`config.mk`:
```
export PLATFORM = sky130hd
export DESIGN_NAME = cpu_core
export DESIGN_NICKNAME = d
export VERILOG_FILES = /design/src/verilog/cpu_isa_pkg.sv /design/src/verilog/cpu_pipe_pkg.sv /design/src/verilog/cpu_core.sv /design/src/verilog/cpu_execute.sv /design/src/verilog/cpu_decode.sv /design/src/verilog/cpu_regfile.sv /design/src/verilog/cpu_instr_queue.sv /design/src/verilog/cpu_fetch.sv
export SDC_FILE = /design/constraint.sdc
export NUM_CORES = 2
export LEC_CHECK = 0
export ABC_AREA = 1
export BUFFER_PORTS_ARGS = -buffer_cell sky130_fd_sc_hd__buf_2
export CAP_MARGIN = 0
export CORE_MARGIN = 1.5
export CORE_UTILIZATION = 25
export DETAILED_ROUTE_END_ITERATION = 16
export SLEW_MARGIN = 25
export SYNTH_ARGS = -nofsm -noshare
export SYNTH_HDL_FRONTEND = slang
export SYNTH_HIERARCHICAL = 1
export SYNTH_SLANG_ARGS = --single-unit
```
`constraint.sdc`:
```
create_clock -name clk -period 4.1 [get_ports clk]
set_input_delay 0.615 -clock clk [delete_from_list [all_inputs] [get_ports clk]]
set_output_delay 0.615 -clock clk [all_outputs]
set_load 0.1 [all_outputs]
```
`src/verilog/cpu_isa_pkg.sv`:
```
package cpu_isa_pkg;

	localparam int XLEN = 32;
	localparam int REG_COUNT = 8;
	localparam int REG_IDX_W = $clog2(REG_COUNT);
	localparam int IMM_W = 16;

	typedef logic [REG_IDX_W-1:0] reg_idx_t;

	// Codes above OP_HALT are undefined and execute as HALT.
	typedef enum logic [3:0] {
		OP_ADD  = 4'h0,	// rd = ra + rb.
		OP_SUB  = 4'h1,	// rd = ra - rb.
		OP_AND  = 4'h2,
		OP_OR   = 4'h3,
		OP_XOR  = 4'h4,
		OP_ADDI = 4'h5,	// rd = ra + imm.
		OP_BEQ  = 4'h6,	// Taken when ra == rb.
		OP_BNE  = 4'h7,	// Taken when ra != rb.
		OP_HALT = 4'h8
	} opcode_e;

	/*
	 * Instruction word, most significant field first:
	 *   [31:28] opcode  [27:25] rd  [24:22] ra  [21:19] rb
	 *   [18:16] spare   [15:0]  imm, sign-extended to XLEN.
	 * Branch target is pc + 4 + imm * 4.
	 */
	typedef struct packed {
		logic [3:0]       opcode;
		reg_idx_t         rd;
		reg_idx_t         ra;
		reg_idx_t         rb;
		logic [2:0]       spare;
		logic [IMM_W-1:0] imm;
	} instr_t;

endpackage
```
`src/verilog/cpu_pipe_pkg.sv`:
```
package cpu_pipe_pkg;

	import cpu_isa_pkg::*;

	// Depth must be a power of two, the queue pointers wrap naturally.
	localparam int QUEUE_DEPTH = 4;
	localparam int QUEUE_PTR_W = $clog2(QUEUE_DEPTH);
	localparam int CREDIT_W = $clog2(QUEUE_DEPTH + 1);

	typedef logic [QUEUE_PTR_W-1:0] queue_ptr_t;
	typedef logic [CREDIT_W-1:0] credit_t;

	typedef struct packed {
		logic [XLEN-1:0] pc;
		instr_t          instr;
	} fetch_entry_t;

	typedef struct packed {
		logic            valid;
		logic [XLEN-1:0] pc;
		opcode_e         op;
		reg_idx_t        rd;
		reg_idx_t        ra_idx;
		reg_idx_t        rb_idx;
		logic [XLEN-1:0] ra_val;
		logic [XLEN-1:0] rb_val;
		logic [XLEN-1:0] imm32;
		logic            writes_rd;
	} decoded_t;

	// Also the register file write port.
	typedef struct packed {
		logic            valid;
		logic [XLEN-1:0] pc;
		logic            writes_rd;
		reg_idx_t        rd;
		logic [XLEN-1:0] value;
	} retire_t;

endpackage

```
`src/verilog/cpu_core.sv`:
```
module cpu_core (
	input  logic                         clk,
	input  logic                         i_reset,
	input  logic                         i_hold,
	output logic                         o_i_access,
	output logic [cpu_isa_pkg::XLEN-1:0] o_i_addr,
	input  logic [cpu_isa_pkg::XLEN-1:0] i_i_data,
	input  logic                         i_i_ack,
	output cpu_pipe_pkg::retire_t        o_retire,
	output logic                         o_halted
);
	import cpu_isa_pkg::*;
	import cpu_pipe_pkg::*;

	// Fetch and queue.
	logic            push;
	fetch_entry_t    push_entry;
	fetch_entry_t    head_entry;
	logic            queue_empty;
	logic            credit_return;

	// Decode and register file.
	logic            pop;
	reg_idx_t        ra_sel;
	reg_idx_t        rb_sel;
	logic [XLEN-1:0] ra_val;
	logic [XLEN-1:0] rb_val;
	decoded_t        dec_op;

	// Execute back to the front end.
	logic            redirect;
	logic [XLEN-1:0] redirect_pc;
	logic            flush;

	cpu_fetch fetch (
		.clk(clk), .i_reset(i_reset),
		.i_redirect(redirect), .i_redirect_pc(redirect_pc), .i_halt(o_halted),
		.i_credit_return(credit_return),
		.o_i_access(o_i_access), .o_i_addr(o_i_addr),
		.i_i_data(i_i_data), .i_i_ack(i_i_ack),
		.o_push(push), .o_entry(push_entry));

	cpu_instr_queue queue (
		.clk(clk), .i_reset(i_reset), .i_flush(flush),
		.i_push(push), .i_entry(push_entry), .i_pop(pop),
		.o_entry(head_entry), .o_empty(queue_empty),
		.o_credit_return(credit_return));

	cpu_decode decode (
		.clk(clk), .i_reset(i_reset), .i_flush(flush), .i_hold(i_hold),
		.i_entry(head_entry), .i_empty(queue_empty), .o_pop(pop),
		.o_ra_sel(ra_sel), .o_rb_sel(rb_sel), .i_ra(ra_val), .i_rb(rb_val),
		.o_op(dec_op));

	cpu_regfile regfile (
		.clk(clk), .i_reset(i_reset),
		.i_ra_sel(ra_sel), .i_rb_sel(rb_sel), .o_ra(ra_val), .o_rb(rb_val),
		.i_wb(o_retire));

	cpu_execute execute (
		.clk(clk), .i_reset(i_reset), .i_op(dec_op),
		.o_retire(o_retire),
		.o_redirect(redirect), .o_redirect_pc(redirect_pc),
		.o_flush(flush), .o_halted(o_halted));

endmodule

```
`src/verilog/cpu_execute.sv`:
```
module cpu_execute (
	input  logic                         clk,
	input  logic                         i_reset,
	input  cpu_pipe_pkg::decoded_t       i_op,
	output cpu_pipe_pkg::retire_t        o_retire,
	output logic                         o_redirect,
	output logic [cpu_isa_pkg::XLEN-1:0] o_redirect_pc,
	output logic                         o_flush,
	output logic                         o_halted
);
	import cpu_isa_pkg::*;
	import cpu_pipe_pkg::*;

	retire_t         ret_q;
	logic            in_valid;
	logic            fwd_ok;
	logic [XLEN-1:0] a;
	logic [XLEN-1:0] b;
	logic [XLEN-1:0] result;
	logic [XLEN-1:0] target;
	logic            taken;
	logic            is_halt;

	// The op behind a flush came from the squashed path.
	assign in_valid = i_op.valid && !o_flush && !o_halted;

	// Forward the previous result, it reaches the register file this cycle.
	assign fwd_ok = ret_q.valid && ret_q.writes_rd && (ret_q.rd != '0);
	assign a = (fwd_ok && (ret_q.rd == i_op.ra_idx)) ? ret_q.value : i_op.ra_val;
	assign b = (fwd_ok && (ret_q.rd == i_op.rb_idx)) ? ret_q.value : i_op.rb_val;

	assign target = i_op.pc + XLEN'(4) + {i_op.imm32[XLEN-3:0], 2'b00};
	assign is_halt = (i_op.op == OP_HALT);

	always_comb begin
		result = '0;
		taken = 1'b0;
		case (i_op.op)
		OP_ADD:  result = a + b;
		OP_SUB:  result = a - b;
		OP_AND:  result = a & b;
		OP_OR:   result = a | b;
		OP_XOR:  result = a ^ b;
		OP_ADDI: result = a + i_op.imm32;
		OP_BEQ:  taken = (a == b);
		OP_BNE:  taken = (a != b);
		default: result = '0;	// HALT produces no value.
		endcase
	end

	always_ff @(posedge clk) begin
		if (i_reset) begin
			ret_q.valid <= 1'b0;
			o_redirect <= 1'b0;
			o_flush <= 1'b0;
			o_halted <= 1'b0;
		end else begin
			ret_q.valid <= in_valid;
			o_redirect <= in_valid && taken;
			o_flush <= in_valid && (taken || is_halt);
			o_halted <= o_halted || (in_valid && is_halt);	// Sticky until reset.
		end

		ret_q.pc <= i_op.pc;
		ret_q.writes_rd <= i_op.writes_rd;
		ret_q.rd <= i_op.rd;
		ret_q.value <= result;
		o_redirect_pc <= target;
	end

	assign o_retire = ret_q;

endmodule

```
`src/verilog/cpu_decode.sv`:
```
module cpu_decode (
	input  logic                         clk,
	input  logic                         i_reset,
	input  logic                         i_flush,
	input  logic                         i_hold,
	input  cpu_pipe_pkg::fetch_entry_t   i_entry,
	input  logic                         i_empty,
	output logic                         o_pop,
	output cpu_isa_pkg::reg_idx_t        o_ra_sel,
	output cpu_isa_pkg::reg_idx_t        o_rb_sel,
	input  logic [cpu_isa_pkg::XLEN-1:0] i_ra,
	input  logic [cpu_isa_pkg::XLEN-1:0] i_rb,
	output cpu_pipe_pkg::decoded_t       o_op
);
	import cpu_isa_pkg::*;
	import cpu_pipe_pkg::*;

	instr_t          instr;
	opcode_e         op;
	logic            writes_rd;
	logic [XLEN-1:0] imm32;
	decoded_t        op_q;

	assign instr = i_entry.instr;
	assign o_pop = !i_empty && !i_hold;
	assign o_ra_sel = instr.ra;	// Register file is read in the pop cycle.
	assign o_rb_sel = instr.rb;
	assign imm32 = {{(XLEN - IMM_W){instr.imm[IMM_W-1]}}, instr.imm};
	assign o_op = op_q;

	always_comb begin
		if (instr.opcode <= OP_HALT)
			op = opcode_e'(instr.opcode);
		else
			op = OP_HALT;

		case (op)
		OP_ADD, OP_SUB, OP_AND, OP_OR, OP_XOR, OP_ADDI: writes_rd = 1'b1;
		default: writes_rd = 1'b0;
		endcase
	end

	always_ff @(posedge clk) begin
		if (i_reset)
			op_q.valid <= 1'b0;
		else
			op_q.valid <= o_pop && !i_flush;	// Flush squashes the popped op.

		op_q.pc <= i_entry.pc;
		op_q.op <= op;
		op_q.rd <= instr.rd;
		op_q.ra_idx <= instr.ra;
		op_q.rb_idx <= instr.rb;
		op_q.ra_val <= i_ra;
		op_q.rb_val <= i_rb;
		op_q.imm32 <= imm32;
		op_q.writes_rd <= writes_rd;
	end

endmodule

```
`src/verilog/cpu_regfile.sv`:
```
module cpu_regfile (
	input  logic                         clk,
	input  logic                         i_reset,
	input  cpu_isa_pkg::reg_idx_t        i_ra_sel,
	input  cpu_isa_pkg::reg_idx_t        i_rb_sel,
	output logic [cpu_isa_pkg::XLEN-1:0] o_ra,
	output logic [cpu_isa_pkg::XLEN-1:0] o_rb,
	input  cpu_pipe_pkg::retire_t        i_wb
);
	import cpu_isa_pkg::*;

	logic [XLEN-1:0] regs [REG_COUNT];
	logic            wr_en;

	// r0 is never written, so it keeps reading as zero.
	assign wr_en = i_wb.valid && i_wb.writes_rd && (i_wb.rd != '0);

	always_ff @(posedge clk) begin
		if (i_reset) begin
			for (int i = 0; i < REG_COUNT; i++)
				regs[i] <= '0;
		end else if (wr_en) begin
			regs[i_wb.rd] <= i_wb.value;
		end
	end

	// Same-cycle write is passed straight to the readers.
	assign o_ra = (wr_en && (i_wb.rd == i_ra_sel)) ? i_wb.value : regs[i_ra_sel];
	assign o_rb = (wr_en && (i_wb.rd == i_rb_sel)) ? i_wb.value : regs[i_rb_sel];

endmodule

```
`src/verilog/cpu_instr_queue.sv`:
```
module cpu_instr_queue (
	input  logic                       clk,
	input  logic                       i_reset,
	input  logic                       i_flush,
	input  logic                       i_push,
	input  cpu_pipe_pkg::fetch_entry_t i_entry,
	input  logic                       i_pop,
	output cpu_pipe_pkg::fetch_entry_t o_entry,
	output logic                       o_empty,
	output logic                       o_credit_return
);
	import cpu_pipe_pkg::*;

	fetch_entry_t slots [QUEUE_DEPTH];
	queue_ptr_t   wr_ptr;
	queue_ptr_t   rd_ptr;
	credit_t      count;

	assign o_empty = (count == '0);
	assign o_entry = slots[rd_ptr];	// Head is visible before the pop.

	always_ff @(posedge clk) begin
		if (i_push)
			slots[wr_ptr] <= i_entry;
	end

	/*
	 * No full check: fetch only pushes against a credit, and credits
	 * in hand plus entries held never exceed the depth.
	 */
	always_ff @(posedge clk) begin
		if (i_reset || i_flush) begin
			wr_ptr <= '0;
			rd_ptr <= '0;
			count <= '0;
			o_credit_return <= 1'b0;
		end else begin
			if (i_push)
				wr_ptr <= wr_ptr + queue_ptr_t'(1);
			if (i_pop)
				rd_ptr <= rd_ptr + queue_ptr_t'(1);
			count <= count + credit_t'(i_push) - credit_t'(i_pop);
			o_credit_return <= i_pop;	// One credit per popped entry.
		end
	end

endmodule

```
`src/verilog/cpu_fetch.sv`:
```
module cpu_fetch (
	input  logic                         clk,
	input  logic                         i_reset,
	input  logic                         i_redirect,
	input  logic [cpu_isa_pkg::XLEN-1:0] i_redirect_pc,
	input  logic                         i_halt,
	input  logic                         i_credit_return,
	output logic                         o_i_access,
	output logic [cpu_isa_pkg::XLEN-1:0] o_i_addr,
	input  logic [cpu_isa_pkg::XLEN-1:0] i_i_data,
	input  logic                         i_i_ack,
	output logic                         o_push,
	output cpu_pipe_pkg::fetch_entry_t   o_entry
);
	import cpu_isa_pkg::*;
	import cpu_pipe_pkg::*;

	typedef enum logic [1:0] {
		FETCH_IDLE,
		FETCH_WAIT,
		FETCH_DISCARD,	// Outstanding request belongs to a squashed path.
		FETCH_STOPPED
	} fetch_state_e;

	fetch_state_e    state;
	fetch_state_e    state_d;
	logic [XLEN-1:0] pc_q;	// Next address to request.
	logic [XLEN-1:0] addr_q;	// Held on the bus until the ack.
	logic [XLEN-1:0] issue_addr;
	logic            issue;
	logic            load_pc;
	logic            flush;
	credit_t         credits;
	credit_t         credit_sum;

	assign flush = i_redirect | i_halt;
	assign credit_sum = credits + credit_t'(i_credit_return);

	assign o_i_access = (state == FETCH_WAIT) || (state == FETCH_DISCARD);
	assign o_i_addr = addr_q;
	assign o_push = (state == FETCH_WAIT) && i_i_ack && !flush;
	assign o_entry = '{pc: addr_q, instr: instr_t'(i_i_data)};

	always_comb begin
		state_d = state;
		issue = 1'b0;
		issue_addr = pc_q;
		load_pc = 1'b0;
		case (state)
		FETCH_IDLE: begin
			if (i_halt) begin
				state_d = FETCH_STOPPED;
			end else if (i_redirect) begin
				issue = 1'b1;
				issue_addr = i_redirect_pc;
			end else if (credit_sum != '0) begin
				issue = 1'b1;
			end
		end
		FETCH_WAIT: begin
			if (i_i_ack) begin
				if (i_halt)
					state_d = FETCH_STOPPED;
				else if (i_redirect) begin
					issue = 1'b1;
					issue_addr = i_redirect_pc;
				end else if (credit_sum > credit_t'(1))
					issue = 1'b1;	// A credit is left after this one.
				else
					state_d = FETCH_IDLE;
			end else if (flush) begin
				state_d = FETCH_DISCARD;
				load_pc = i_redirect;
			end
		end
		FETCH_DISCARD: begin
			load_pc = i_redirect;
			if (i_i_ack)
				state_d = i_halt ? FETCH_STOPPED : FETCH_IDLE;
		end
		default: state_d = FETCH_STOPPED;	// Left only by reset.
		endcase
		if (issue)
			state_d = FETCH_WAIT;
	end

	always_ff @(posedge clk) begin
		if (i_reset) begin
			state <= FETCH_IDLE;
			pc_q <= '0;
		end else begin
			state <= state_d;
			if (issue)
				pc_q <= issue_addr + XLEN'(4);
			else if (load_pc)
				pc_q <= i_redirect_pc;
		end
	end

	always_ff @(posedge clk) begin
		if (issue)
			addr_q <= issue_addr;
	end

	// A flush empties the queue, so every credit comes back at once.
	always_ff @(posedge clk) begin
		if (i_reset || flush)
			credits <= credit_t'(QUEUE_DEPTH);
		else if (o_push)
			credits <= credit_sum - credit_t'(1);
		else
			credits <= credit_sum;
	end

endmodule

```
# Yosys cells after proc, flatten, opt, wreduce, memory -nomap -nowiden

Memory sizes are Yosys's and may differ from the RTL's. A register that Yosys moved wholly into a read port is not among the register bits.
Cells that the tools add are included.

Register bits after elaboration: 308
Bits in latches: 0
RAM bits: 512
Memory bits (read-only): 0
Input port bits: 36
Memories kept: 2

Add/subtract/negate cells: 12
Multipliers: 0
Div/mod/pow operators: 0
Order comparisons: 2
Eq/ne operators: 31
Shift-type cells: 0
Mux-type cells: 48
Bitwise gates (word level): 4
Reductions and logical operators: 37

Memories:

| name         | depth | width | rd ports | clocked after Yosys merged registers in | wr ports | RTL line              | RTL |
|---|---|---|---|---|---|---|---|
| queue.slots  | 4     | 64    | 1        | 1                                       | 1        | cpu_instr_queue.sv:14 | `fetch_entry_t slots [QUEUE_DEPTH];` |
| regfile.regs | 8     | 32    | 2        | 0                                       | 8        | cpu_regfile.sv:12     | `logic [XLEN-1:0] regs [REG_COUNT];` |

Operators with widths:

| operator                | number |
|---|---|
| $mux W32                | 10 |
| $pmux W32 S6            | 1 |
| $add A32 B32 Y32        | 3 |
| $add A32 B3 Y32 const B | 2 |
| $pmux W32 S2            | 1 |
| $and A32 B32 Y32        | 1 |
| $eq A32 B32 Y1          | 1 |
| $ne A32 B32 Y1          | 1 |
| $or A32 B32 Y32         | 1 |
| $reduce_or A32 Y1       | 1 |
| $sub A32 B32 Y32        | 1 |
| $xor A32 B32 Y32        | 1 |
| $eq A4 B3 Y1 const B    | 6 |
| $mux W2                 | 10 |
| $mux W1                 | 19 |
| $eq A4 B2 Y1 const B    | 4 |
| $logic_and A1 B1 Y1     | 15 |
| $eq A3 B3 Y1            | 4 |
| $reduce_and A5 Y1       | 2 |
| $eq A4 B1 Y1 const B    | 2 |
| $logic_not A4 Y1        | 2 |
| $add A3 B1 Y3           | 2 |
| $mux W3                 | 2 |
| $ne A3 B2 Y1 const B    | 2 |
| 28 further kinds        | 40 |

# Depth between registers and ports, before layout

Depth after elaboration: 9
Depth in mapped cells: 24
Mapped depth without buffers: 23

# Modules after synthesis

Netlist, hierarchy kept.

Modules (own cells, without submodules):

| module          | times used | cells each | area each (um^2) | sequential area each (um^2) |
|---|---|---|---|---|
| cpu_regfile     | 1          | 2074       | 15202.1          | 7687.4 |
| cpu_execute     | 1          | 1833       | 11632.4          | 2042.0 |
| cpu_instr_queue | 1          | 745        | 10052.1          | 7887.6 |
| cpu_fetch       | 1          | 687        | 4993.5           | 1701.6 |
| cpu_decode      | 1          | 165        | 2773.9           | 2542.4 |

# Worst setup path after synthesis

Ideal clock, no wire load.

Path type: flip-flop to flip-flop
Start: register execute.ret_q, in the netlist execute/o_retire[34]
End: register execute.ret_q, in the netlist execute/o_retire[30]
Library setup time: 0.126 ns
Arrival: 3.670 ns
Slack: 0.304 ns
Stages on the path, launching flop included: 18
Path buffers: 1
Period minus slack after synthesis: 3.796 ns
Cells stage by stage: dfxtp_1 -> inv_1 -> a21oi_4 -> nand3_2 -> buf_6 -> o21ai_0 -> inv_1 -> fa_1 -> o21ai_2 -> nand2_1 -> nand2_1 -> nand3_1 -> nand2_1 -> nand2_1 -> nand2_1 -> nand2_1 -> nand3_1 -> nand3_1

Word-level cells in the longest chain between the ends: 6
Elaborated cells on any way between the ends: 15
Those cells by class: add/sub: 3; eq/ne: 2; mux: 3; bitwise: 3; reduce/logical: 4

RTL lines:

| what                                           | RTL line                             | RTL |
|---|---|---|
| start: declaration                             | cpu_execute.sv:14                    | `retire_t ret_q;` |
| $reduce_bool A3 Y1                             | cpu_execute.sv:28                    | `assign fwd_ok = ret_q.valid && ret_q.writes_rd && (ret_q.rd != '0);` |
| $logic_and A1 B1 Y1                            | cpu_execute.sv:28                    |  |
| $logic_and A1 B1 Y1, on equally long branches  | cpu_execute.sv:29, cpu_execute.sv:30 |  |
| $mux W32, on equally long branches             | cpu_execute.sv:29, cpu_execute.sv:30 |  |
| $add A32 B32 Y32, or another cell as far along | cpu_execute.sv:44                    | `OP_ADDI: result = a + i_op.imm32;` |
| $pmux W32 S6 (*)                               | cpu_execute.sv:38                    | `case (i_op.op)` |
| net execute.result[30]                         | cpu_execute.sv:19                    | `logic [XLEN-1:0] result;` |

Mark *: on every way through the listed nets, which the timed path passes. The rest lies on a longest branch.
A chain may end at the register's enable or synchronous reset.

# Final worst setup path

Start: register execute.ret_q, in the netlist execute/o_retire[33]
End: register execute.o_flush

Word-level cells in the longest chain between the ends: 8
Elaborated cells on any way between the ends: 13
Those cells by class: eq/ne: 4; mux: 3; reduce/logical: 6

RTL lines:

| what                                             | RTL line                             | RTL |
|---|---|---|
| $reduce_bool A3 Y1                               | cpu_execute.sv:28                    |  |
| $logic_and A1 B1 Y1                              | cpu_execute.sv:28                    |  |
| $logic_and A1 B1 Y1, on equally long branches    | cpu_execute.sv:29, cpu_execute.sv:30 |  |
| $mux W32, on equally long branches               | cpu_execute.sv:29, cpu_execute.sv:30 |  |
| $ne A32 B32 Y1 or $eq A32 B32 Y1 (tied branches) | cpu_execute.sv:46, cpu_execute.sv:45 |  |
| $pmux W1 S2 (*)                                  | cpu_execute.sv:38                    |  |
| $logic_or A1 B1 Y1 (*)                           | cpu_execute.sv:60                    | `o_flush <= in_valid && (taken \|\| is_halt);` |
| $logic_and A1 B1 Y1 (*)                          | cpu_execute.sv:60                    |  |
| end signal: assignment                           | cpu_execute.sv:60                    |  |
| end: declaration                                 | cpu_execute.sv:8                     | `output logic o_flush,` |

Mark *: on every way between the ends. The rest lies on a longest branch, timed or not.

==> impl_metrics.tcl <==
set metrics [dict create \
    cts.path.max_buffers 3 \
    drtPass1Iterations 8 \
    ir_drop_uv 768 \
    antenna_found_initial 12 \
    dieArea_mm2 0.179 \
    fin_crit_sh 0.937 \
    path_clk_slew_ns 0.06 \
    grtUsageTotal 0.159 \
    grt_pass1_wl_mm 220 \
    critPathArrivalTime_ns 4.41 \
    grt_max_degree 130 \
    rsz0062_at_grt "no" \
    cp.required_ns 4.67 \
    r2r_start "execute/o_retire[33]" \
    die_w_um 423 \
    overflow 0 \
    drc 0 \
    hpwl_mm 99.4 \
    cp_slowest_stage_delay_ns 0.63 \
    wl_per_cell_um 18.4 \
    p_leak_uw 0.0215 \
    crit_chain "buf_4, nor2_2, a21oi_4, nand3_2, buf_12, o21ai_0, ha_1, nor2_1, nand2_1, nor4_2, nand4_1, o211ai_1, nand2_1" \
    placedCellCount 7734 \
    coreArea_mm2 0.176 \
    power_frac_seq 0.275 \
    finalSetupViolations 0 \
    drt_iter0_markers 3516 \
    routed_wl_mm 145 \
    netlist_area_mm2 0.0442 \
    grt_pass1_vias 35800 \
    post_cts_buffers 0 \
    worstMarginPinSlew_ns 1.02 \
    place_congestion 0.978 \
    instances_no_fill 7900 \
    final.fill_count 18600 \
    fin_area_mm2 0.0501 \
    postCtsHoldBufs 0 \
    cts_root_buf "clkbuf_16" \
    num_vias 37100 \
    combPwrFrac 0.551 \
    worstSetupPathType "flip-flop to flip-flop" \
    p_sw_uw 23200 \
    antenna_left 0 \
    r2r_end "execute/o_flush" \
    finalHoldViolCount 0 \
    status "finished, final reports clean" \
    endpoint_kind "flip-flop" \
    p_int_uw 22000 \
    startpoint "execute/o_retire[33]" \
    syn-mean-instance-area_um2 8.08 \
    clock-sinks 808 \
    clock_power_share 0.174 \
    cts-resized-gates 0 \
    via_per_inst 4.69 \
    hp-class "input pin to flip-flop" \
    fin_crit_ns 3.84 \
    cp_common_cell "nand2_1" \
    crit_end "execute/o_flush" \
    max_freq_mhz 260 \
    placed_area_mm2 0.0472 \
    synth_cells 5471 \
    final_nets 5721 \
    cts_max_level 3 \
    cpMaxStageDelayCell "o21ai_0" \
    start_kind "flip-flop" \
    die_y_um 423 \
    power_density_mw_per_mm2 902 \
    areaGrowthSynthToFinish_pct 13.3 \
    r2r_slack_ns 0.26 \
    drv_cap 0 \
    maxSlewHeadroom 0.319 \
    num_rows 154 \
    portBuffers 135 \
    cts_made_buffers 88 \
    final_core_util 0.285 \
    io_pins 139 \
    dp_slack_ns 0.330 \
    clkLatencyLatePin_ns 0.72 \
    cp_max_fo 52 \
    drive_gt1_frac 0.0959 \
    skew_ns 0.0654 \
    start_util 0.251 \
    reg2regPathDepth 13 \
    ys.warnings.count 6 \
    tns_ns 0 \
    cts_tree "built" \
    p_sw_frac 0.513 \
    drv_slew 0 \
    setup_slack_ns 0.258 \
]
-- worst min path at each step --
stage	slack (ns)	to	startpoint	cells after the start
after floorplan	0.31	execute/o_retire[32]	decode/o_op[103]	0
after global placement	0.31	execute/o_retire[37]	decode/o_op[111]	0
after detailed placement	0.31	execute/o_retire[32]	decode/o_op[103]	0
after CTS	0.07	queue/slots[3][28]	i_i_data[28]	1
after global routing	0.10	queue/slots[3][23]	i_i_data[23]	1
final	0.12	queue/slots[3][23]	i_i_data[23]	1
-- sequential cells by signal, summed over array words and instances (netlist names), 30 cells and up, named ones only --
| name | count |
|---|---|
| regfile/regs | 256 |
| queue/slots | 244 |
| decode/o_op | 127 |
| execute/o_retire | 69 |
| fetch/o_i_addr | 32 |
| fetch/pc_q | 32 |
| execute/o_redirect_pc | 30 |
-- power by group through the flow --
stage / sequential [uW] / clock [uW] / combinational, uW
2_1_floorplan: 13800 / 0 / 16100
3_3_place_gp: 12600 / 0 / 24500
3_5_place_dp: 12600 / 0 / 24500
4_1_cts: 12500 / 8020 / 24700
5_1_grt: 12600 / 8340 / 27400
6_report: 12400 / 7860 / 24900
-- final cells by class --
type                    instances  area (um2)  share of cell area
diodes                          2        5.00            0.000100
inverters                     686        2580              0.0516
clock buffers                 131        2560              0.0512
clock inverters                33         305             0.00610
well taps                    2340        2930              0.0585
multi-input cells            3682       18600               0.372
flip-flops and latches        808       21500               0.430
repair buffers                218        1530              0.0305
-- placed cells by master (no fill, tap or decap), types with 11 or more instances in the layout --
cell       instances
xor2_1            18
buf_4             66
o21bai_1          11
nor3_1            27
nand4_1           54
buf_2            134
clkbuf_16         91
o22ai_1           30
a21oi_1          167
o21ai_1          137
ha_1             197
xnor2_1           23
clkbuf_8          13
o21ai_0          178
a21o_1            11
nand2_4           15
nor2_1           618
o21ai_2           52
inv_2             13
dfxtp_1          274
conb_1            32
nand3_1          641
edfxtp_1         532
nand2_2           32
nor2_2            16
nor2_4            12
clkinv_2          12
inv_1            669
clkbuf_1          25
or2_2             12
buf_12            18
nand2_1         1309
-- layer usage --
| metal | up-vias | routed length, um | track usage |
|---|---|---|---|
| met5 | - | 19 | 0 |
| met4 | 2 | 5110 | 0.0584 |
| met3 | 295 | 9650 | 0.0226 |
| met2 | 1388 | 70400 | 0.275 |
| met1 | 17600 | 60300 | 0.198 |
| li1 | 17800 | - | - |
-- critical path: cells and delay by family (launching register included) --
family / cells / cell delay, ns
buffers and inverters: 2 / 0.40
flip-flops: 1 / 0.35
adder cells (fa/ha/maj): 1 / 0.40
AND/OR/NAND/NOR: 7 / 1.38
AO/OA/AOI/OAI: 3 / 1.12
-- per-stage QoR --
step                hold slack [ns]  power (uW)
detailed placement            0.313       37100
global route                  0.100       48300
CTS                          0.0702       45200
floorplan                     0.310       29900
global placement              0.311       37100
finish                        0.116       45200
(Power assumes the default switching activity.)
